### src/fdc_params.svh
`ifndef FDC_PARAMS_SVH
`define FDC_PARAMS_SVH

//////////////////////////////
// cpu bus
//////////////////////////////

`define FDC_ADDR_W        16        // byte address
`define FDC_DATA_W        16        // word data, two byte lanes

//////////////////////////////
// address map
//////////////////////////////

// i/o page $ff00..$ffff, port offset in the low byte
`define FDC_IO_BASE_HI    8'hFF

// sector buffer window $d000..$dfff, only 1 KB decoded
`define FDC_BUF_PAGE      4'hD
`define FDC_BUF_AW        10        // byte address into the buffer

//////////////////////////////
// sound player
//////////////////////////////

// tick every 512 clocks for the fast rate
// slow rate uses one more divider bit
`define FDC_WAV_DIV_LOG2  9

//////////////////////////////
// rom loader
//////////////////////////////

`define FDC_ROM_PAGE_W    6         // upper loader address bits

`endif
### src/fdc_pkg.sv
`default_nettype none

package fdc_pkg;

    // region hit by a cpu access
    typedef enum logic [1:0]
    {
        REG_NONE,                   // nothing mapped here
        REG_BUF,                    // sector buffer window
        REG_IO                      // i/o page
    } region_e;

    // port offsets in the i/o page
    typedef enum logic [7:0]
    {
        PORT_TXD      = 8'd4,       // console byte, write only
        PORT_CTL      = 8'd6,       // uart busy in bit 0
        PORT_OSD_CMD  = 8'd22,      // {romhold, f11, f12, hold}
        PORT_ROM_PAGE = 8'd24,      // loader address 21:16
        PORT_ROM_ADDR = 8'd26,      // loader address 15:0, word port
        PORT_ROM_DATA = 8'd28,      // loader byte, makes the write pulse
        PORT_WAVCTL   = 8'd30       // sound control
    } io_port_e;

    // sound sample fetch
    typedef enum logic [1:0]
    {
        WRD_IDLE,                   // nothing pending
        WRD_REQ,                    // waiting for a free bus
        WRD_CAPTURE                 // buffer byte valid this cycle
    } wav_rd_e;

    // console transmit sequencer
    typedef enum logic [1:0]
    {
        CON_ARM,                    // byte latched, wait for idle uart
        CON_SENT,                   // send high until busy
        CON_DRAIN,                  // wait for busy to drop
        CON_IDLE
    } con_state_e;

endpackage

`default_nettype wire

### src/read_return.sv
`default_nettype none

`include "fdc_params.svh"

module read_return import fdc_pkg::*;
(
    input  logic                   clk,
    input  logic                   reset_n,
    input  logic                   i_buf_rd,
    input  logic                   i_io_rd,
    input  io_port_e               i_sel_port,      // already one cycle late
    input  logic [`FDC_DATA_W-1:0] i_buf_rdata,
    input  logic                   i_uart_busy,
    input  logic [1:0]             i_wav_ctl,
    output logic [`FDC_DATA_W-1:0] o_cpu_rdata
);

    logic                   buf_rd_q;
    logic                   io_rd_q;
    logic [`FDC_DATA_W-1:0] port_data;

    always_ff @(posedge clk)
    begin
        if (!reset_n)
        begin
            buf_rd_q <= 1'b0;
            io_rd_q  <= 1'b0;
        end
        else
        begin
            buf_rd_q <= i_buf_rd;
            io_rd_q  <= i_io_rd;
        end
    end

    // readable ports, rest read zero
    always_comb
    begin
        case (i_sel_port)
            PORT_CTL:    port_data = {{(`FDC_DATA_W-1){1'b0}}, i_uart_busy};
            PORT_WAVCTL: port_data = {{(`FDC_DATA_W-2){1'b0}}, i_wav_ctl};
            default:     port_data = '0;
        endcase
    end

    // zero unless a read went out last cycle
    assign o_cpu_rdata = buf_rd_q ? i_buf_rdata :
                         io_rd_q  ? port_data   : '0;

endmodule

`default_nettype wire

### config.mk
export PLATFORM = sky130hd
export DESIGN_NAME = read_return
export DESIGN_NICKNAME = d
export VERILOG_FILES = /design/src/fdc_pkg.sv /design/src/read_return.sv
export VERILOG_INCLUDE_DIRS = /design/src /design/src/src
export SDC_FILE = /design/constraint.sdc
export NUM_CORES = 1
export LEC_CHECK = 0
export ABC_AREA = 1
export BUFFER_PORTS_ARGS = -buffer_cell sky130_fd_sc_hd__buf_2
export CAP_MARGIN = 20
export CELL_PAD_IN_SITES_DETAIL_PLACEMENT = 1
export CELL_PAD_IN_SITES_GLOBAL_PLACEMENT = 2
export CORE_AREA = 5 5 60 62
export CTS_CLUSTER_DIAMETER = 50
export DETAILED_ROUTE_END_ITERATION = 16
export DIE_AREA = 0 0 65 67
export PLACE_DENSITY = 0.79
export SLEW_MARGIN = 10
export SYNTH_ARGS = -nofsm -noshare
export SYNTH_HDL_FRONTEND = slang
export SYNTH_SLANG_ARGS = --single-unit
### constraint.sdc
create_clock -name clk -period 1.5 [get_ports clk]
set_input_delay 0.075 -clock clk [delete_from_list [all_inputs] [get_ports clk]]
set_output_delay 0.075 -clock clk [all_outputs]
set_load 0.05 [all_outputs]
==> metrics.cfg, run 1 <==
[status]
status = completed

[timing]
slew_violations = 0
tightestPinTransition_ns = 0.257
fmax_ghz = 0.761
finalCriticalPeriod_ns = 1.31
whs_ns = 0.0332
tns_ns = 0
setup_viol = 0
hold_viol_final = 0
rsz0062_at_grt = false
worst_slack_ns = 0.186
period_share_pct = 87.6
relSlewSlack_pct = 83.0

[floorplanning]
die_height_um = 67
die_x_um = 65
fp.dieArea_sq_um = 4360
rows = 20
coreArea_sq_um = 2980
io_pins = 47
start_util_pct = 9.50

[final_layout]
nets = 141
multi_input_area_sq_um = 145
area_growth_syn_to_layout_pct = 100
drive_gt1_share_pct = 48.1
layout.cells.non_filler = 141
final_util_pct = 19.0
n_antenna_cell = 0
seq_area_sq_um = 40.0
final_design_area_no_fill_sq_um = 566
nFillCells = 405

[cts]
cts_buffer_depth = 2
cts.reportedPaths.clkPinSlew_ns = 0.03
cts_setup_buffers = 0
cts_hold_buf = 0
cts_tree = yes
root_buffer = clkbuf_4
cts_made_buffers = 3
h-tree-depth = 1
cts.sinks = 2
cts_resized = 0

[detailed_routing]
drt_pass1_iterations = 1
drcViolationCount = 0
drt_iter0_drc = 0
wl_per_cell_um = 9.55
routed_wl_um = 1350
vias = 485
antenna_left = 0
drt-vias-per-instance = 3.44

[worst_setup_path]
crit_path_start_kind = flop
cp.required_ns = 1.42
path_class = flop to primary output
crit_fanout = 14
cp-end-kind = primary output
arrival_ns = 1.24

[power_and_ir_drop]
p_switching_uw = 133
power_frac_clock_pct = 36.1
vdd_ir_drop_max_mv = 0.293
p_int_uw = 195
pwr-share-seq_pct = 17.9
p_leak_nw = 0.468
power_density_nw_per_um2 = 580
p_total_uw = 328
switching_share_pct = 40.5
combPwrFrac_pct = 45.9

[placement]
gp_congestion = 0.682
dp_cells = 138
hpwl_um = 1210
port_buffers = 46
pre_cts_ws_ns = 0.395
place_area_sq_um = 543

[yosys]
seq_area_frac_synth_pct = 14.2
avgSynthCellArea_sq_um = 4.71
synth_seq_cells = 2
synth_cell_types = 10
synth_area_sq_um = 283
yosysWarnings = 0
synthCells = 60
synthesis.nets = 91

[worst_hold_path]
hp-class = input port to flop

[global_route]
grt_pass1_vias = 509
grt_overflow = 0
grt_max_degree = 15
grt_usage_pct = 6.04
grt_pass1_wl_um = 1990
antenna_found_initial = 0

[run]
max_cap_viol_count = 0

## power by group through the flow
| stage | logic [mW] | clock network [mW] | registers [mW] |
|---|---|---|---|
| after floorplan | 0.0953 | 0 | 0.0580 |
| after global placement | 0.148 | 0 | 0.0594 |
| after detailed placement | 0.153 | 0 | 0.0596 |
| after CTS | 0.153 | 0.130 | 0.0588 |
| after global routing | 0.164 | 0.130 | 0.0594 |
| final | 0.151 | 0.119 | 0.0589 |
## layout by cell type (no fill, tap or decap), drive strengths merged
cell and count:
nand4 1, nor2 5, clkbuf 3, inv 21, buf 47, nand3 1
dfxtp 2, nand2 28
## worst paths after layout
path  startpoint         endpoint  cells past startpoint
max     buf_rd_q  o_cpu_rdata[13]                      4
min      i_io_rd          io_rd_q                      3
## registers in the layout (all words and copies together) (netlist names)
name / cells
buf_rd_q: 1
io_rd_q: 1
## routing by layer
metal	GRT usage, %	vias to the layer above	wire length [um]	part of all wire (%)
met1	4.58	202	472	35
met5	0	-	0	0
met2	13.2	27	741	55
met4	2.37	0	0	0
li1	-	256	-	-
met3	2.19	0	131	9.7
## cell type report
| type | instances | area share, % |
|---|---|---|
| inverters | 21 | 13.9 |
| well taps | 33 | 7.30 |
| multi-input cells | 35 | 25.7 |
| clock buffers | 3 | 3.98 |
| repair buffers | 47 | 42.0 |
| flip-flops and latches | 2 | 7.08 |
## cell usage after synthesis
master   number  area share, %
buf_6         1            4.0
nor2_2        1            2.2
buf_4         1            2.7
inv_1        21             28
nand4_1       1            2.2
nand2_1      28             37
dfxtp_1       2             14
nor2_4        1            4.0
nor2_1        3            4.0
nand3_1       1            1.8
## cells by family after synthesis
family	synth area share (%)
buffers and inverters	34.5
and+or+nand+nor	51.3
DFF	14.2
## critical path, stage by stage (launching register included)
cell,delay [ns]
dfxtp_1,0.40
buf_4,0.23
nand2_1,0.07
inv_1,0.06
buf_2,0.25
(Power assumes the default switching activity.)
==> run 2: changes to the inputs <==
ABC_AREA = not set   (was 1)
CORE_AREA = 5 5 52 54   (was 5 5 60 62)
DIE_AREA = 0 0 57 59   (was 0 0 65 67)
PLACE_DENSITY = 0.93   (was 0.79)
==> run 2 against run 1 <==
Net effect: non-clock buffer count is 1 lower; die area shrank 23%; combinational power fell by 9.9%; via count down 20%; largest cell class unchanged; first-iteration DRC count increased by 2.
==> metrics.cfg, run 2 <==
[placement]
hpwl_um = 1040
pre_cts_ws_ns = 0.234
place_area_sq_um = 467
gp_congestion = 0.797
port_buffers = 46

[yosys]
synth_seq_cells = 2
synthesis.nets = 60
synth_cell_types = 11
seq_area_frac_synth_pct = 19.5
synth_common_cells = and2_1, dfxtp_1, nand2_1, o21ai_1
yosysTopAreaCell = and2_1
synthCells = 29
synth_area_leaders = and2_1, dfxtp_1, nor4b_2, o21ai_1, nand2_1
avgSynthCellArea_sq_um = 7.08
yosysWarnings = 0
synth_top_area_share_pct = 48.8
synthArstFlopShare_pct = 0
synth.most_common_cell = and2_1
synth-main-ff-cell = dfxtp_1
synth_edf_count = 0
synth_area_sq_um = 205

[final_layout]
final_util_pct = 22.8
final_design_area_no_fill_sq_um = 495
nets = 110
nFillCells = 300
final_common_cell = buf_2
drive_gt1_share_pct = 66.2
largestRegisters = buf_rd_q: 1 flops, io_rd_q: 1 flops
n_antenna_cell = 0
area_growth_syn_to_layout_pct = 141
final_cell_mix = buf_2, and2_1, clkbuf_4, nand2_1, o21ai_1

[worst_setup_path]
path_buf_inv = 1
crit_family = flip-flops
arrival_ns = 1.26
cp.required_ns = 1.42
cp_slowest_cell = dfxtp_2
crit_chain = nor2_1, nand4_1, o21ai_1, clkbuf_4
crit_fanout = 17
path_class = flop to primary output
crit_path_start_kind = flop
cp-end-kind = primary output
cpPeakStageDelay_ns = 0.38

[floorplanning]
io_pins = 47
rows = 17
die_height_um = 59
start_util_pct = 9.46
die_x_um = 57
fp.dieArea_sq_um = 3360
coreArea_sq_um = 2170

[cts]
root_buffer = clkbuf_4
cts_buffer_depth = 2
cts.sinks = 2
cts.reportedPaths.clkPinSlew_ns = 0.03
cts_made_buffers = 3
h-tree-depth = 1
cts_tree = yes
cts_hold_buf = 0

[status]
status = completed

[timing]
tightestPinTransition_ns = 0.255
fmax_ghz = 0.751
rsz0062_at_grt = false
relSlewSlack_pct = 83.1
slew_violations = 0
hold_viol_final = 0
worst_slack_ns = 0.168
tns_ns = 0
period_share_pct = 88.8
setup_viol = 0
finalCriticalPeriod_ns = 1.33

[power_and_ir_drop]
p_switching_uw = 120
p_int_uw = 196
pwr-share-seq_pct = 19.6
p_total_uw = 316
power_frac_clock_pct = 37.5
power_density_nw_per_um2 = 639
vdd_ir_drop_max_mv = 0.416
combPwrFrac_pct = 43.0
p_leak_nw = 0.288
switching_share_pct = 37.9

[global_route]
grt_usage_pct = 6.92
grt_max_degree = 18
grt_pass1_vias = 426
grt_overflow = 0
antenna_found_initial = 0
grt_pass1_wl_um = 1800

[detailed_routing]
antenna_left = 0
vias = 390
drt-vias-per-instance = 3.71
wl_per_cell_um = 11.0
drt_pass1_iterations = 2
routed_wl_um = 1150
drcViolationCount = 0
drt_iter0_drc = 2

[worst_hold_path]
hp-class = input port to flop

[run]
max_cap_viol_count = 0

## run 2: power by group through the flow
stage	Sequential [mW]	Clock (mW)	Combinational, mW
4_1_cts	0.0623	0.126	0.137
2_1_floorplan	0.0588	0	0.0816
6_report	0.0619	0.119	0.136
5_1_grt	0.0632	0.137	0.145
3_5_place_dp	0.0629	0	0.136
3_3_place_gp	0.0619	0	0.134
## run 2: routing by layer
layer | share of wire (%) | GRT usage (%)
met1 | 27 | 4.65
met2 | 60 | 14.7
met3 | 14 | 3.92
met4 | 0 | 2.98
met5 | 0 | 0
## run 2: cell type report
class	instances	area [sq um]	share of cell area, %
Multi-Input combinational cell	26	161	32.6
Sequential cell	2	41.3	8.33
Clock buffer	3	22.5	4.55
Timing Repair Buffer	46	235	47.5
Tap cell	28	35.0	7.07
## run 2: cells by family after synthesis
kind of cell,synth area share (%)
buffers and inverters,1.83
AND/OR/NAND/NOR,70.7
flip-flops,19.5
AO/OA/AOI/OAI,7.93
## run 2: repair_timing
item / 4_1_cts / 5_1_grt
gates resized for setup: 1 / 2
pin swaps: 0 / 0
buffers inserted: 0 / 0
gates cloned: 0 / 0
setup endpoints to repair: 1 / 2
## run 2: path summary, 6_finish.rpt
check / to / cells past startpoint / startpoint
worst min-delay path: io_rd_q / 2 / i_io_rd
worst max-delay path: o_cpu_rdata[0] / 4 / buf_rd_q
## run 2: through the flow
stage | hold slack (ns) | cells
final | 0.0514 | 105
after floorplan | 0.197 | 29
after global placement | 0.279 | 102
after global routing | 0.0501 | 105
after detailed placement | 0.280 | 102
after CTS | 0.0461 | 105
