===== src/fdc_params.svh =====
`ifndef FDC_PARAMS_SVH
`define FDC_PARAMS_SVH

//////////////////////////////
// cpu bus
//////////////////////////////

`define FDC_ADDR_W        16        // byte address
`define FDC_DATA_W        16        // word data, two byte lanes

//////////////////////////////
// address map
//////////////////////////////

// i/o page $ff00..$ffff, port offset in the low byte
`define FDC_IO_BASE_HI    8'hFF

// sector buffer window $d000..$dfff, only 1 KB decoded
`define FDC_BUF_PAGE      4'hD
`define FDC_BUF_AW        10        // byte address into the buffer

//////////////////////////////
// sound player
//////////////////////////////

// tick every 512 clocks for the fast rate
// slow rate uses one more divider bit
`define FDC_WAV_DIV_LOG2  9

//////////////////////////////
// rom loader
//////////////////////////////

`define FDC_ROM_PAGE_W    6         // upper loader address bits

`endif

===== src/loader_regs.sv =====
`default_nettype none

`include "fdc_params.svh"

module loader_regs
(
    input  logic                      clk,
    input  logic                      reset_n,
    input  logic                      i_osdcmd_wr,
    input  logic                      i_rom_page_wr,
    input  logic                      i_rom_addr_wr,
    input  logic                      i_rom_data_wr,
    input  logic [`FDC_DATA_W-1:0]    i_cpu_wdata,
    output logic [7:0]                o_osd_command,
    output logic                      o_rom_hold,
    output logic [`FDC_ROM_PAGE_W-1:0] o_rom_page,
    output logic [`FDC_DATA_W-1:0]    o_rom_addr,
    output logic [7:0]                o_rom_data,
    output logic                      o_rom_wr
);

    // loader byte, valid with o_rom_wr
    always_ff @(posedge clk)
    begin
        if (i_rom_data_wr)
            o_rom_data <= i_cpu_wdata[7:0];
    end

    always_ff @(posedge clk)
    begin
        if (!reset_n)
        begin
            o_osd_command <= '0;
            o_rom_page    <= '0;
            o_rom_addr    <= '0;
            o_rom_wr      <= 1'b0;
        end
        else
        begin
            o_rom_wr <= i_rom_data_wr;          // one pulse per data write
            if (i_osdcmd_wr)
                o_osd_command <= i_cpu_wdata[7:0];
            if (i_rom_page_wr)
                o_rom_page <= i_cpu_wdata[`FDC_ROM_PAGE_W-1:0];
            if (i_rom_addr_wr)
                o_rom_addr <= i_cpu_wdata;      // whole word
        end
    end

    assign o_rom_hold = o_osd_command[3];       // stalls host while loading

endmodule

`default_nettype wire


===== config.mk =====
export PLATFORM = sky130hd
export DESIGN_NAME = loader_regs
export DESIGN_NICKNAME = d
export VERILOG_FILES = /design/src/loader_regs.sv
export VERILOG_INCLUDE_DIRS = /design/src /design/src/src
export SDC_FILE = /design/constraint.sdc
export NUM_CORES = 1
export LEC_CHECK = 0
export BUFFER_PORTS_ARGS = -buffer_cell sky130_fd_sc_hd__buf_4
export CORE_MARGIN = 4
export CORE_UTILIZATION = 40
export CTS_CLUSTER_SIZE = 16
export DETAILED_ROUTE_END_ITERATION = 8
export PLACE_DENSITY = 0.69
export REMOVE_ABC_BUFFERS = 1
export SYNTH_ARGS = -nofsm -noshare
export SYNTH_HDL_FRONTEND = slang
export SYNTH_SLANG_ARGS = --single-unit

===== constraint.sdc =====
create_clock -name clk -period 0.8 [get_ports clk]
set_input_delay 0 -clock clk [delete_from_list [all_inputs] [get_ports clk]]
set_output_delay 0 -clock clk [all_outputs]
set_load 0.02 [all_outputs]

==> results_dict.tcl, run 1 <==
set metrics [dict create \
    cp_slowest_stage_delay_ns 0.43 \
    ys_seq_area_share_pct 60.72 \
    antenna_found_initial 0 \
    worst_skew_pair.late_latency_ns 0.34 \
    coreArea_um2 3390 \
    switching_share_pct 24.90 \
    wirelength_mm 3.221 \
    p_leak_nw 1.065 \
    setup_viol 34 \
    clock_path_buffers 2 \
    power_frac_seq_pct 51.1 \
    status "finished, violations left" \
    cp.arrival_ns 0.92 \
    synth_cell_types 10 \
    clk_pin_slew_ns 0.12 \
    hold_class "input pin to register" \
    io_pins 62 \
    final_cell_mix "41 x buf_6, 31 x dfxtp_2, 30 x mux2i_1, 30 x nor2b_1, 25 x buf_4" \
    pwr-share-clk_pct 29.7 \
    min_period_ns 0.9228 \
    drt_iter0_drc 53 \
    cp-start-kind "register" \
    fin_crit_sh_pct 115.4 \
    critical_path_class "register to primary output" \
    power_per_cell_area_nw_per_um2 1860 \
    layout-drive-gt1-share_pct 54.97 \
    timing.rr.start "o_rom_addr[12]" \
    fillerInstances 248 \
    final_antenna_net_count 0 \
    fp-row-count 21 \
    initial_core_util_pct 41.82 \
    h-tree-depth 2 \
    diodes 0 \
    crit_path_cell_trace "buf_6" \
    cp-end-kind "primary output" \
    hold_viol 0 \
    tns_ns -0.9942 \
    viasPerCell 4.460 \
    multi_input_area_um2 494.2 \
    power_mw 4.375 \
    switching_power_mw 1.089 \
    grt_max_degree 32 \
    critPathMaxFanout 1 \
    fin_nets 212 \
    slowest_stage "edfxtp_1" \
    crit_buf_inv 1 \
    maxSlewHeadroom_pct 80.57 \
    dr.pass1.iters 4 \
    drv_slew 0 \
    cts_sinks 39 \
    rsz0062_at_grt "true" \
    crit_start "o_rom_data[2]" \
    peakVddDrop_v 0.001234 \
    netlist_instances 108 \
    dieArea_um2 4560 \
    die_w_um 67.53 \
    power_frac_comb_pct 19.2 \
    regArea_um2 899.6 \
    synth_area_um2 1418 \
    cp-endpoint "o_rom_data[2]" \
    dp_hpwl_mm 2.128 \
    wl_per_cell_um 13.59 \
    failed_checks "setup timing" \
    reg2regPathDepth 3 \
    crit_required_ns 0.80 \
    dieHeight_um 67.53 \
    post-route-util_pct 69.40 \
    critical_path.top_delay_family "flip-flops" \
    num_vias 1057 \
    route.detailed.drc 0 \
    area_growth_pct 65.93 \
    r2r_setup_slack_ns 0.05 \
    worst_slack_ns -0.1228 \
    yosysWarnings 0 \
    cp.depth 1 \
    grt_overflow_total 0 \
    worstMarginPinSlew_ns 0.2914 \
    p_int_mw 3.285 \
    cap_violations 0 \
    cts_buffers 5 \
    layout_commonest_cell "buf_6" \
    grt_pass1_vias 1100 \
    synth-seq-cells 39 \
    syn_area_per_cell_um2 13.13 \
    track_usage_pct 15.72 \
    grt_pass1_wl_mm 5.257 \
    cts_tree "built" \
    cts_root_buffer "clkbuf_4" \
    max_freq_mhz 1084 \
    gp_congestion 0.5983 \
    reg2reg_to "o_rom_addr[12]" \
    clock_skew_ns 0 \
    port_buffers 61 \
]
## power groups by stage
stage | clock network, mW | logic [mW] | registers (mW)
2_1_floorplan | 0 | 0.150 | 2.39
3_3_place_gp | 0 | 0.667 | 2.23
3_5_place_dp | 0 | 0.682 | 2.24
4_1_cts | 1.35 | 0.825 | 2.24
5_1_grt | 1.45 | 0.900 | 2.25
6_report | 1.30 | 0.841 | 2.23
## registers in the layout (all words and copies together), names as in the netlist
register	count
o_osd_command	8
o_rom_wr	1
o_rom_page	6
o_rom_addr	16
o_rom_data	8
## area by class of cell
type | count | area share [%]
Multi-Input combinational cell | 61 | 21.01
Timing Repair Buffer | 83 | 34.84
Tap cell | 46 | 2.447
Sequential cell | 39 | 38.24
Clock inverter | 3 | 1.862
Clock buffer | 5 | 1.596
## how the worst min path moves through the flow
| stage | from | end | slack, ns | cells past startpoint |
|---|---|---|---|---|
| 6_report | i_rom_page_wr | o_rom_page[3] | 0.02 | 3 |
| 2_1_floorplan | i_cpu_wdata[0] | o_rom_data[0] | 0.1 | 0 |
| 3_5_place_dp | i_cpu_wdata[6] | o_rom_data[6] | 0.20 | 1 |
| 5_1_grt | i_rom_page_wr | o_rom_page[5] | 0.001 | 3 |
| 3_3_place_gp | i_cpu_wdata[7] | o_rom_data[7] | 0.20 | 1 |
| 4_1_cts | i_rom_page_wr | o_rom_page[3] | 0.003 | 3 |
## routing by layer
metal	up-vias	part of all wire [%]	GRT usage, %	wire length (µm)
met4	0	0.75	3.038	24
met3	4	9.8	6.822	316
li1	520	-	-	-
met2	49	49	26.97	1577
met5	-	0	0	0
met1	484	40	18.15	1303
## timing repair
| item | CTS | global route |
|---|---|---|
| hold buffers | 17 | 0 |
| resized for setup | 70 | 2 |
| setup endpoints to repair | 40 | 40 |
| endpoints found under the hold margin | 47 | 0 |
| setup buffers | 1 | 4 |
## synth_stat cells, drive strengths merged
| cell | count | area [µm²] |
|---|---|---|
| and2 | 1 | 6.260 |
| nor2b | 30 | 187.7 |
| edfxtp | 8 | 240.2 |
| mux2i | 30 | 300.3 |
| dfxtp | 31 | 620.6 |
| buf | 5 | 51.29 |
| clkbuf | 3 | 11.26 |
## cells by family (layout without fill, tap and decap cells)
logic type | count (synthesis) | after routing | share of synthesized area (%)
buf+inv | 8 | 91 | 4.412
mux | 30 | 30 | 21.18
flops | 39 | 39 | 60.72
simple gates | 31 | 31 | 13.68
## metrics by stage
step	hold slack [ns]	instances	setup WS, ns	area (µm²)
2_1_floorplan	0.09887	100	-0.02744	1355
5_1_grt	0.001073	237	-0.1666	2352
3_3_place_gp	0.1990	207	0.1445	1871
3_5_place_dp	0.2008	207	0.05882	1871
4_1_cts	0.003463	233	-0.1609	2315
6_report	0.02269	237	-0.1228	2352
(Power assumes the default switching activity.)
==> inputs of run 2 (changes only) <==
SKIP_LAST_GASP = 1   (was unset)
clock period = 1.1 ns   (was 0.8 ns; I/O delays follow)
==> results_dict.tcl, run 2 (same netlist as run 1, synthesis figures left out) <==
set metrics [dict create \
    grt_overflow_total 0 \
    track_usage_pct 14.57 \
    power_per_cell_area_nw_per_um2 1447 \
    cts_sinks 39 \
    numPlacedInstances 207 \
    wl_per_cell_um 13.06 \
    status "complete, no violations" \
    critical_path_class "register to primary output" \
    crit_buf_inv 1 \
    layout_commonest_cell "buf_4" \
    timing.rr.start "o_rom_addr[15]" \
    maxSlewHeadroom_pct 80.84 \
    cts_resized 0 \
    cts_tree "built" \
    critical_path.top_delay_family "flip-flops" \
    power_frac_seq_pct 52.0 \
    coreArea_um2 3390 \
    die_w_um 67.53 \
    drt_iter0_drc 31 \
    regArea_um2 860.8 \
    max_freq_mhz 1052 \
    clk_pin_slew_ns 0.12 \
    viasPerCell 4.435 \
    drv_slew 0 \
    wirelength_mm 3.031 \
    critPathMaxFanout 1 \
    cp.arrival_ns 0.95 \
    dieHeight_um 67.53 \
    grt_pass1_vias 1039 \
    port_buffers 61 \
    area_growth_pct 49.69 \
    crit_start "o_rom_data[2]" \
    cp-start-kind "register" \
    min_period_ns 0.9508 \
    layout-drive-gt1-share_pct 37.10 \
    route.detailed.drc 0 \
    grt_pass1_wl_mm 4.885 \
    worst_skew_pair.late_latency_ns 0.34 \
    largest_register_ff_count 16 \
    crit_path_cell_trace "buf_4" \
    cap_violations 0 \
    gr-max-usage-layer "met2" \
    io_pins 62 \
    power_mw 3.070 \
    multi_input_area_um2 494.2 \
    rsz0062_at_grt "false" \
    crit_required_ns 1.10 \
    largest-register "o_rom_addr" \
    cp_slowest_stage_delay_ns 0.43 \
    cts_root_buffer "clkbuf_4" \
    diodes 0 \
    clock_path_buffers 2 \
    hold_viol 0 \
    switching_power_mw 0.7631 \
    dp_hpwl_mm 2.128 \
    clock_skew_ns 0 \
    antenna_found_initial 0 \
    peakVddDrop_v 0.0008784 \
    setup_viol 0 \
    top_regs "o_rom_addr x16, o_osd_command x8, o_rom_data x8" \
    tns_ns 0 \
    fin_nets 207 \
    switching_share_pct 24.86 \
    grt_use_met3_pct 6.156 \
    power_frac_comb_pct 17.5 \
    slowest_stage "edfxtp_1" \
    fp-row-count 21 \
    gp_congestion 0.5983 \
    p_int_mw 2.307 \
    met1_usage_pct 16.80 \
    grt_max_degree 32 \
    cp-end-kind "primary output" \
    fin_crit_sh_pct 86.43 \
    fillerInstances 281 \
    h-tree-depth 2 \
    num_vias 1029 \
    p_leak_nw 0.9892 \
    pwr-share-clk_pct 30.5 \
    dr.pass1.iters 3 \
    dieArea_um2 4560 \
    worstMarginPinSlew_ns 0.2873 \
    final_cell_mix "61 x buf_4, 31 x dfxtp_1, 30 x mux2i_1, 30 x nor2b_1, 17 x dlygate4sd3_1" \
    final_antenna_net_count 0 \
    cts_setup_buffers 0 \
    cts_buffers 5 \
    hp-start "i_rom_page_wr" \
    initial_core_util_pct 41.82 \
    fin_cells 232 \
    hold_class "input pin to register" \
    grt_util_met2_pct 25.03 \
]
[run 2: cell types whose count changed in the layout (fill, tap and decap cells not counted), sizes merged]
cell | previous run | this run
buf | 66 | 61
[run 2: final cells by class]
class / count / area share (%)
clock buffer: 5 / 1.769
multi-input combinational: 61 / 23.29
timing repair buffer: 78 / 29.60
sequential: 39 / 40.57
clock inverter: 3 / 2.064
tap: 46 / 2.712
[run 2: path summary, 6_finish.rpt]
kind	depth (start not counted)	end	slack, ns
max reg2reg	2	o_rom_addr[15]	0.45
max	1	o_rom_data[2]	0.15
min	3	o_rom_page[3]	0.02
min reg2reg	2	o_osd_command[2]	0.53
[run 2: worst reg2reg max path, cell delays in order, from the launching register on]
cell	delay (ns)
dfxtp_1	0.34
mux2i_1	0.15
nor2b_1	0.07
[run 2: power groups by stage]
stage / Sequential, mW / Clock, mW / Combinational [mW]
finish: 1.59 / 0.938 / 0.537
global route: 1.61 / 1.05 / 0.578
CTS: 1.60 / 0.981 / 0.544
detailed placement: 1.63 / 0 / 0.496
global placement: 1.62 / 0 / 0.485
floorplan: 1.74 / 0 / 0.109
[run 2: routing by layer]
layer / vias to the layer above / part of all wire (%) / wire (µm)
met2: 49 / 48 / 1449
met1: 466 / 41 / 1239
li1: 510 / - / -
met4: 0 / 0.79 / 24
met3: 4 / 10 / 317
met5: - / 0 / 0
[run 2: repair_timing]
action / in CTS / in global routing
endpoints found under the hold margin: 47 / 0
hold buffers: 17 / 0
setup endpoints to repair: 0 / 0
[run 2: stage by stage]
step	utilization (%)	area, µm²	setup slack (ns)	hold WS (ns)
after global routing	62.61	2122	0.1184	0.004707
after global placement	55.19	1871	0.4445	0.1990
after CTS	62.61	2122	0.1310	0.003588
after detailed placement	55.19	1871	0.3588	0.2008
final	62.61	2122	0.1492	0.02159
after floorplan	-	1355	0.2726	0.09887
