### src/fdc_params.svh
`ifndef FDC_PARAMS_SVH
`define FDC_PARAMS_SVH

//////////////////////////////
// cpu bus
//////////////////////////////

`define FDC_ADDR_W        16        // byte address
`define FDC_DATA_W        16        // word data, two byte lanes

//////////////////////////////
// address map
//////////////////////////////

// i/o page $ff00..$ffff, port offset in the low byte
`define FDC_IO_BASE_HI    8'hFF

// sector buffer window $d000..$dfff, only 1 KB decoded
`define FDC_BUF_PAGE      4'hD
`define FDC_BUF_AW        10        // byte address into the buffer

//////////////////////////////
// sound player
//////////////////////////////

// tick every 512 clocks for the fast rate
// slow rate uses one more divider bit
`define FDC_WAV_DIV_LOG2  9

//////////////////////////////
// rom loader
//////////////////////////////

`define FDC_ROM_PAGE_W    6         // upper loader address bits

`endif
### src/fdc_pkg.sv
`default_nettype none

package fdc_pkg;

    // region hit by a cpu access
    typedef enum logic [1:0]
    {
        REG_NONE,                   // nothing mapped here
        REG_BUF,                    // sector buffer window
        REG_IO                      // i/o page
    } region_e;

    // port offsets in the i/o page
    typedef enum logic [7:0]
    {
        PORT_TXD      = 8'd4,       // console byte, write only
        PORT_CTL      = 8'd6,       // uart busy in bit 0
        PORT_OSD_CMD  = 8'd22,      // {romhold, f11, f12, hold}
        PORT_ROM_PAGE = 8'd24,      // loader address 21:16
        PORT_ROM_ADDR = 8'd26,      // loader address 15:0, word port
        PORT_ROM_DATA = 8'd28,      // loader byte, makes the write pulse
        PORT_WAVCTL   = 8'd30       // sound control
    } io_port_e;

    // sound sample fetch
    typedef enum logic [1:0]
    {
        WRD_IDLE,                   // nothing pending
        WRD_REQ,                    // waiting for a free bus
        WRD_CAPTURE                 // buffer byte valid this cycle
    } wav_rd_e;

    // console transmit sequencer
    typedef enum logic [1:0]
    {
        CON_ARM,                    // byte latched, wait for idle uart
        CON_SENT,                   // send high until busy
        CON_DRAIN,                  // wait for busy to drop
        CON_IDLE
    } con_state_e;

endpackage

`default_nettype wire

### src/bus_decode.sv
`default_nettype none

`include "fdc_params.svh"

module bus_decode import fdc_pkg::*;
(
    input  logic                   clk,
    input  logic                   reset_n,
    input  logic [`FDC_ADDR_W-1:0] i_cpu_addr,
    input  logic                   i_cpu_rd,
    input  logic [1:0]             i_cpu_wr,
    output logic                   o_buf_rd,
    output logic [1:0]             o_buf_wr,
    output logic                   o_io_rd,
    output io_port_e               o_sel_port,
    output logic                   o_wavctl_wr,
    output logic                   o_txd_wr,
    output logic                   o_osdcmd_wr,
    output logic                   o_rom_page_wr,
    output logic                   o_rom_addr_wr,
    output logic                   o_rom_data_wr,
    output logic                   o_bus_free
);

    localparam logic [7:0] ROM_ADDR_OFS = PORT_ROM_ADDR;    // for the word match

    region_e    region;
    logic [7:0] port_ofs;
    logic       io_wr0;                                    // byte port write
    logic       buf_sel;

    assign port_ofs = i_cpu_addr[7:0];

    // region from the upper address bits
    always_comb
    begin
        if (i_cpu_addr[15:12] == `FDC_BUF_PAGE)
            region = REG_BUF;
        else if (i_cpu_addr[15:8] == `FDC_IO_BASE_HI)
            region = REG_IO;
        else
            region = REG_NONE;
    end

    assign buf_sel  = (region == REG_BUF);
    assign o_buf_rd = buf_sel & i_cpu_rd;
    assign o_buf_wr = {2{buf_sel}} & i_cpu_wr;
    assign o_io_rd  = (region == REG_IO) & i_cpu_rd;

    assign io_wr0   = (region == REG_IO) & i_cpu_wr[0];

    // one strobe per port
    assign o_txd_wr      = io_wr0 & (port_ofs == PORT_TXD);
    assign o_osdcmd_wr   = io_wr0 & (port_ofs == PORT_OSD_CMD);
    assign o_rom_page_wr = io_wr0 & (port_ofs == PORT_ROM_PAGE);
    assign o_rom_data_wr = io_wr0 & (port_ofs == PORT_ROM_DATA);
    assign o_wavctl_wr   = io_wr0 & (port_ofs == PORT_WAVCTL);
    // word port, either lane, bit 0 ignored
    assign o_rom_addr_wr = (region == REG_IO) & (|i_cpu_wr)
                         & (port_ofs[7:1] == ROM_ADDR_OFS[7:1]);

    // player may use the buffer only when cpu is quiet
    assign o_bus_free = ~(i_cpu_rd | (|i_cpu_wr) | buf_sel);

    // port select for the result stage, one cycle late
    always_ff @(posedge clk)
    begin
        o_sel_port <= io_port_e'(port_ofs);
    end

    a_one_port_wr: assert property (@(posedge clk) disable iff (!reset_n)
        $onehot0({o_txd_wr, o_osdcmd_wr, o_rom_page_wr, o_rom_addr_wr,
                  o_rom_data_wr, o_wavctl_wr}));

endmodule

`default_nettype wire

### config.mk
export PLATFORM = sky130hd
export DESIGN_NAME = bus_decode
export DESIGN_NICKNAME = d
export VERILOG_FILES = /design/src/fdc_pkg.sv /design/src/bus_decode.sv
export VERILOG_INCLUDE_DIRS = /design/src /design/src/src
export SDC_FILE = /design/constraint.sdc
export NUM_CORES = 1
export LEC_CHECK = 0
export ABC_AREA = 1
export CAP_MARGIN = 10
export CORE_MARGIN = 3
export CORE_UTILIZATION = 25
export CTS_BUF_LIST = sky130_fd_sc_hd__clkbuf_2
export DETAILED_ROUTE_END_ITERATION = 8
export DONT_BUFFER_PORTS = 1
export SLEW_MARGIN = 20
export SYNTH_ARGS = -nofsm -noshare
export SYNTH_HDL_FRONTEND = slang
export SYNTH_SLANG_ARGS = --single-unit
### constraint.sdc
create_clock -name clk -period 0.8 [get_ports clk]
set_clock_uncertainty 0.15 [all_clocks]
set_input_delay 0.08 -clock clk [delete_from_list [all_inputs] [get_ports clk]]
set_output_delay 0.08 -clock clk [all_outputs]
set_load 0.05 [all_outputs]
==> results_dict.tcl, run 1 <==
set metrics [dict create \
    status "finished with violations" \
    violations "setup timing" \
    p_per_area_mw_per_mm2 891.1 \
    dieArea_sq_mm 0.002216 \
    min_period_ns 0.9451 \
    pre_cts_ws_ns -0.1796 \
    ir_drop_v 0.0005465 \
    largest-register "o_sel_port" \
    synth-edff-count 0 \
    vias 466 \
    coreArea_sq_mm 0.001541 \
    drive_gt1_share_pct 63.53 \
    cts_root_buf "clkbuf_2" \
    fin_setup_tns_ns -1.592 \
    initialDrtViolationCount 8 \
    grt_max_degree 6 \
    final_cells 101 \
    grt_pass1_wl_um 1959 \
    via_per_inst 4.614 \
    critical_path_class "input port to output port" \
    n_antenna_cell 0 \
    yosysTopAreaCellShare_pct 37.98 \
    pwr-share-clk_pct 23.8 \
    finalNetCount 108 \
    die_w_um 47.07 \
    fillCellCount 116 \
    cts.sinks 8 \
    async_flop_share_pct 0 \
    swShare_pct 32.05 \
    ant_nets 0 \
    dp_cells 90 \
    worstPathArrival_ns 0.72 \
    boundaryPins 40 \
    track_usage_pct 12.83 \
    cts_tree "built" \
    area_delta_synth_final_pct 143.0 \
    syn_area_per_cell_sq_um 6.912 \
    crit_fanout 3 \
    ys_warn_count 0 \
    finalSetupViolations 16 \
    crit_required_ns 0.57 \
    port_buffers 0 \
    first_pass_iters 4 \
    p_leak_nw 0.3532 \
    internal_power_mw 0.6205 \
    power.switching_mw 0.2927 \
    synth_fp_nets 82 \
    start_kind "input port" \
    top_regs "o_sel_port (8)" \
    worst_pin_slew_ns 0.1859 \
    rsz0062_at_grt "yes" \
    fin_util_pct 66.48 \
    slew_headroom_pct 87.60 \
    ys_types 11 \
    wire_per_inst_um 12.02 \
    grt.overflow.total 0 \
    synth.area.top_cells "dfxtp_1, nor2_1, nand2_1" \
    endpoint_kind "output port" \
    timing.fmax_mhz 1058 \
    clockBufferDepth 2 \
    min_from "i_cpu_rd" \
    remaining_drc_errors 0 \
    yosysMostFrequentCell "nor2_1" \
    finalCritPeriodShare_pct 118.1 \
    finalMaxSlewViolations 0 \
    die_y_um 47.07 \
    cts_setup_buffers 0 \
    ys_seq_area_share_pct 37.98 \
    min_to "o_bus_free" \
    grt_pass1_vias 479 \
    antenna_found_initial 0 \
    htreeDepth 1 \
    finalWirelength_um 1214 \
    post-layout-total-power_mw 0.9131 \
    numCtsBuffers 3 \
    synthFlopType "dfxtp_1" \
    power_frac_comb_pct 22.2 \
    hold_class "input port to output port" \
    maxCapViolCount 0 \
    fin_ws_ns -0.1451 \
    ys_ff_latch 8 \
    yosysTopAreaCell "dfxtp_1" \
    place_congestion 0.6474 \
    syn_inst 61 \
    rows 14 \
    syn-cell-area_sq_um 421.7 \
    initial_utilization_pct 27.35 \
    hold_viol 0 \
    largest_register_ffs 8 \
    hold_depth 2 \
    hpwlAfterDp_um 944.4 \
    seqPwrFrac_pct 54.0 \
    synth_commonest_cells "nor2_1, nand2_1, inv_1" \
]
## cell type report
cell class	count	area [sq um]	share of cell area, %
Multi-Input combinational cell	43	414.1	40.42
Sequential cell	8	190.2	18.56
Clock buffer	3	15.01	1.465
Tap cell	16	20.02	1.954
Inverter	10	70.07	6.838
Timing Repair Buffer	21	315.3	30.77
## metal layers
metal  vias up  track usage (%)  routed length [um]
met5         -                0                   0
met4         0            8.287                  16
met3         2            2.682                 110
met2        24            21.41                 654
met1       210            14.67                 433
li1        230                -                   -
## power by group through the flow
| stage | Combinational, mW | Clock, mW | Sequential (mW) |
|---|---|---|---|
| CTS | 0.188 | 0.229 | 0.494 |
| global route | 0.219 | 0.264 | 0.496 |
| finish | 0.202 | 0.218 | 0.493 |
| global placement | 0.145 | 0 | 0.517 |
| floorplan | 0.112 | 0 | 0.516 |
| detailed placement | 0.148 | 0 | 0.518 |
## timing repair
action,CTS,global route
gates resized for setup,14,8
endpoints found under the hold margin,8,0
cloned,0,0
endpoints found under the setup margin,19,19
hold buffers,8,0
pin swaps,4,6
## placed cells by master, fill, tap and decap left out
cell type | Yosys | routed
buf_12 | 0 | 11
buf_4 | 0 | 2
clkbuf_2 | 0 | 3
dfxtp_4 | 0 | 8
dlygate4sd3_1 | 0 | 8
inv_1 | 10 | 5
inv_12 | 0 | 1
inv_4 | 0 | 1
inv_6 | 0 | 2
inv_8 | 0 | 1
nand2_1 | 11 | 8
nand2_2 | 5 | 1
nand2_4 | 0 | 2
nand2_8 | 0 | 5
nand3_1 | 2 | 2
nand3_4 | 0 | 2
nand4_1 | 1 | 1
nor2_1 | 17 | 6
nor2_4 | 3 | 14
nor3_1 | 1 | 1
nor3b_4 | 0 | 1
## per-stage QoR
stage / area, sq um / hold slack (ns)
floorplan: 576.8 / -0.04226
detailed placement: 832.0 / -0.04207
global placement: 832.0 / -0.04205
finish: 1025 / 0.1746
global route: 1025 / 0.1779
CTS: 983.4 / 0.1745
## critical path, stage by stage
cell and delay (ns):
nand2_8 0.04, nor2_4 0.17, nand3_4 0.14, nor2_4 0.15
buf_12 0.14
## worst max-delay path by stage
| stage | end | depth (start not counted) | startpoint |
|---|---|---|---|
| 2_1_floorplan | o_bus_free | 4 | i_cpu_addr[14] |
| 3_3_place_gp | o_wavctl_wr | 5 | i_cpu_addr[9] |
| 3_5_place_dp | o_txd_wr | 5 | i_cpu_addr[9] |
| 4_1_cts | o_rom_page_wr | 5 | i_cpu_addr[10] |
| 5_1_grt | o_wavctl_wr | 5 | i_cpu_addr[9] |
| 6_report | o_wavctl_wr | 5 | i_cpu_addr[9] |
## logic make-up after synthesis
kind of cell	share of synthesized area (%)
simple gates	53.11
flops	37.98
buf+inv	8.903
Note: power is estimated with default switching activity, not from simulation.
==> inputs of run 2 (changes only) <==
==> constraint.sdc (replaced) <==
create_clock -name clk -period 0.99 [get_ports clk]
set_clock_uncertainty 0.15 [all_clocks]
set_input_delay 0.099 -clock clk [delete_from_list [all_inputs] [get_ports clk]]
set_output_delay 0.099 -clock clk [all_outputs]
set_load 0.05 [all_outputs]
==> run 2 against run 1 <==
Net effect:
- the flow now finishes without violations
- cell count up 6.9%
- first-iteration DRC count down 38%
- utilization down 5.2 points
- non-clock buffer count up 7
- wire length down 5.3%
- largest cell class is now non-clock buffers
- power down 19%
- via count up 4.9%
- highest routed layer unchanged
- final area down 7.8%
- clock power down 21%
- die area unchanged
- count of clock-buffer cells in the layout unchanged
- sequential power down 29%
==> results_dict.tcl, run 2 (synthesis gave the netlist of run 1 again) <==
set metrics [dict create \
    slew_headroom_pct 87.66 \
    numCtsBuffers 3 \
    timing.fmax_mhz 1019 \
    maxCapViolCount 0 \
    vias 489 \
    top_regs "o_sel_port (8)" \
    fin_setup_tns_ns 0 \
    dp_cells 97 \
    track_usage_pct 11.08 \
    die_y_um 47.07 \
    rsz0062_at_grt "yes" \
    cts_tree "built" \
    final_cells 108 \
    critical_path_class "input port to output port" \
    htreeDepth 1 \
    place_congestion 0.6794 \
    finalMaxSlewViolations 0 \
    crit_required_ns 0.74 \
    via_per_inst 4.528 \
    finalNetCount 115 \
    initial_utilization_pct 27.35 \
    timing.critical_path.buf_inv 2 \
    first_pass_iters 2 \
    finalCritPeriodShare_pct 99.13 \
    finalSetupViolations 0 \
    ant_nets 0 \
    hpwlAfterDp_um 947 \
    ir_drop_v 0.0003293 \
    largest-register "o_sel_port" \
    area_delta_synth_final_pct 124.0 \
    max_stage_delay_ns 0.15 \
    dieArea_sq_mm 0.002216 \
    remaining_drc_errors 0 \
    grt_pass1_wl_um 1718 \
    grt_pass1_vias 494 \
    largest_register_ffs 8 \
    n_antenna_cell 0 \
    hold_class "input port to output port" \
    grt_max_degree 6 \
    crit_fanout 3 \
    clockBufferDepth 2 \
    cts.sinks 8 \
    finalWirelength_um 1150 \
    boundaryPins 40 \
    endpoint_kind "output port" \
    worstPathArrival_ns 0.73 \
    final_cell_mix "nor2_1, nor2_4, nand2_1, buf_6" \
    port_buffers 0 \
    grt.overflow.total 0 \
    die_w_um 47.07 \
    worst_pin_slew_ns 0.1849 \
    wire_per_inst_um 10.65 \
    initialDrtViolationCount 5 \
    antenna_found_initial 0 \
    hold_viol 0 \
    status "completed" \
    coreArea_sq_mm 0.001541 \
    start_kind "input port" \
    cpLargestDelayFamily "simple AND/OR/NAND/NOR gates" \
    cts_root_buf "clkbuf_2" \
    p_leak_nw 0.3777 \
    rows 14 \
    cpMaxStageDelayCell "nor2_4" \
    path_cells "inv_4, nand2_2, nor2_4, nand3_4, nor2_4, buf_12" \
    p_per_area_mw_per_mm2 786.9 \
    crit_top_cell "nor2_4" \
    drive_gt1_share_pct 55.43 \
    min_period_ns 0.9814 \
]
-- run 2: cell count changes in the layout (fill, tap and decap cells not counted), sizes merged --
cell / delta
buf: +7
clkinv: +1
inv: -1
-- run 2: where the power goes --
group | internal, mW | total (mW) | switching, mW
logic | 0.0940 | 0.222 | 0.127
clock network | 0.0823 | 0.173 | 0.0904
registers | 0.342 | 0.349 | 0.00756
-- run 2: final timing paths --
path  cells past startpoint             to     startpoint
max                       6  o_rom_page_wr  i_cpu_addr[6]
min                       2     o_bus_free       i_cpu_rd
-- run 2: routing by layer --
metal	up-vias	share of wire (%)	routed length [um]	GRT usage, %
met5	-	0	0	0
met4	0	0.52	6	8.287
met3	2	14	157	2.299
met2	30	51	590	20.33
met1	212	34	395	10.68
li1	245	-	-	-
-- run 2: stage by stage --
step                      instance area (sq um)  power (mW)  setup WS, ns  hold WS, ns  utilization, %
final                                     944.7      0.7434      0.008599       0.2120           61.28
after global routing                      944.7      0.7831      -0.04215       0.2137           61.28
after CTS                                 873.3      0.7379     0.0005052       0.2120           56.66
after detailed placement                  763.2      0.5282      -0.02536     -0.02316           49.51
after global placement                    763.2      0.5252      -0.01696     -0.02314           49.51
after floorplan                           493.0      0.4825       -0.2004     -0.02328               -
-- run 2: final cells by class --
cell class,instances,area [sq um]
multi-input cells,43,326.6
well taps,16,20.02
clock buffers,3,15.01
fillers,125,596.8
repair buffers,28,364.1
inverters,10,52.55
flip-flops and latches,8,166.4
-- run 2: what timing repair did --
action,4_1_cts,5_1_grt
hold buffers,8,0
buffers inserted,0,0
gates resized for setup,4,22
pin swaps,5,9
setup endpoints to repair,6,17
endpoints found under the hold margin,8,0
gates cloned,0,0
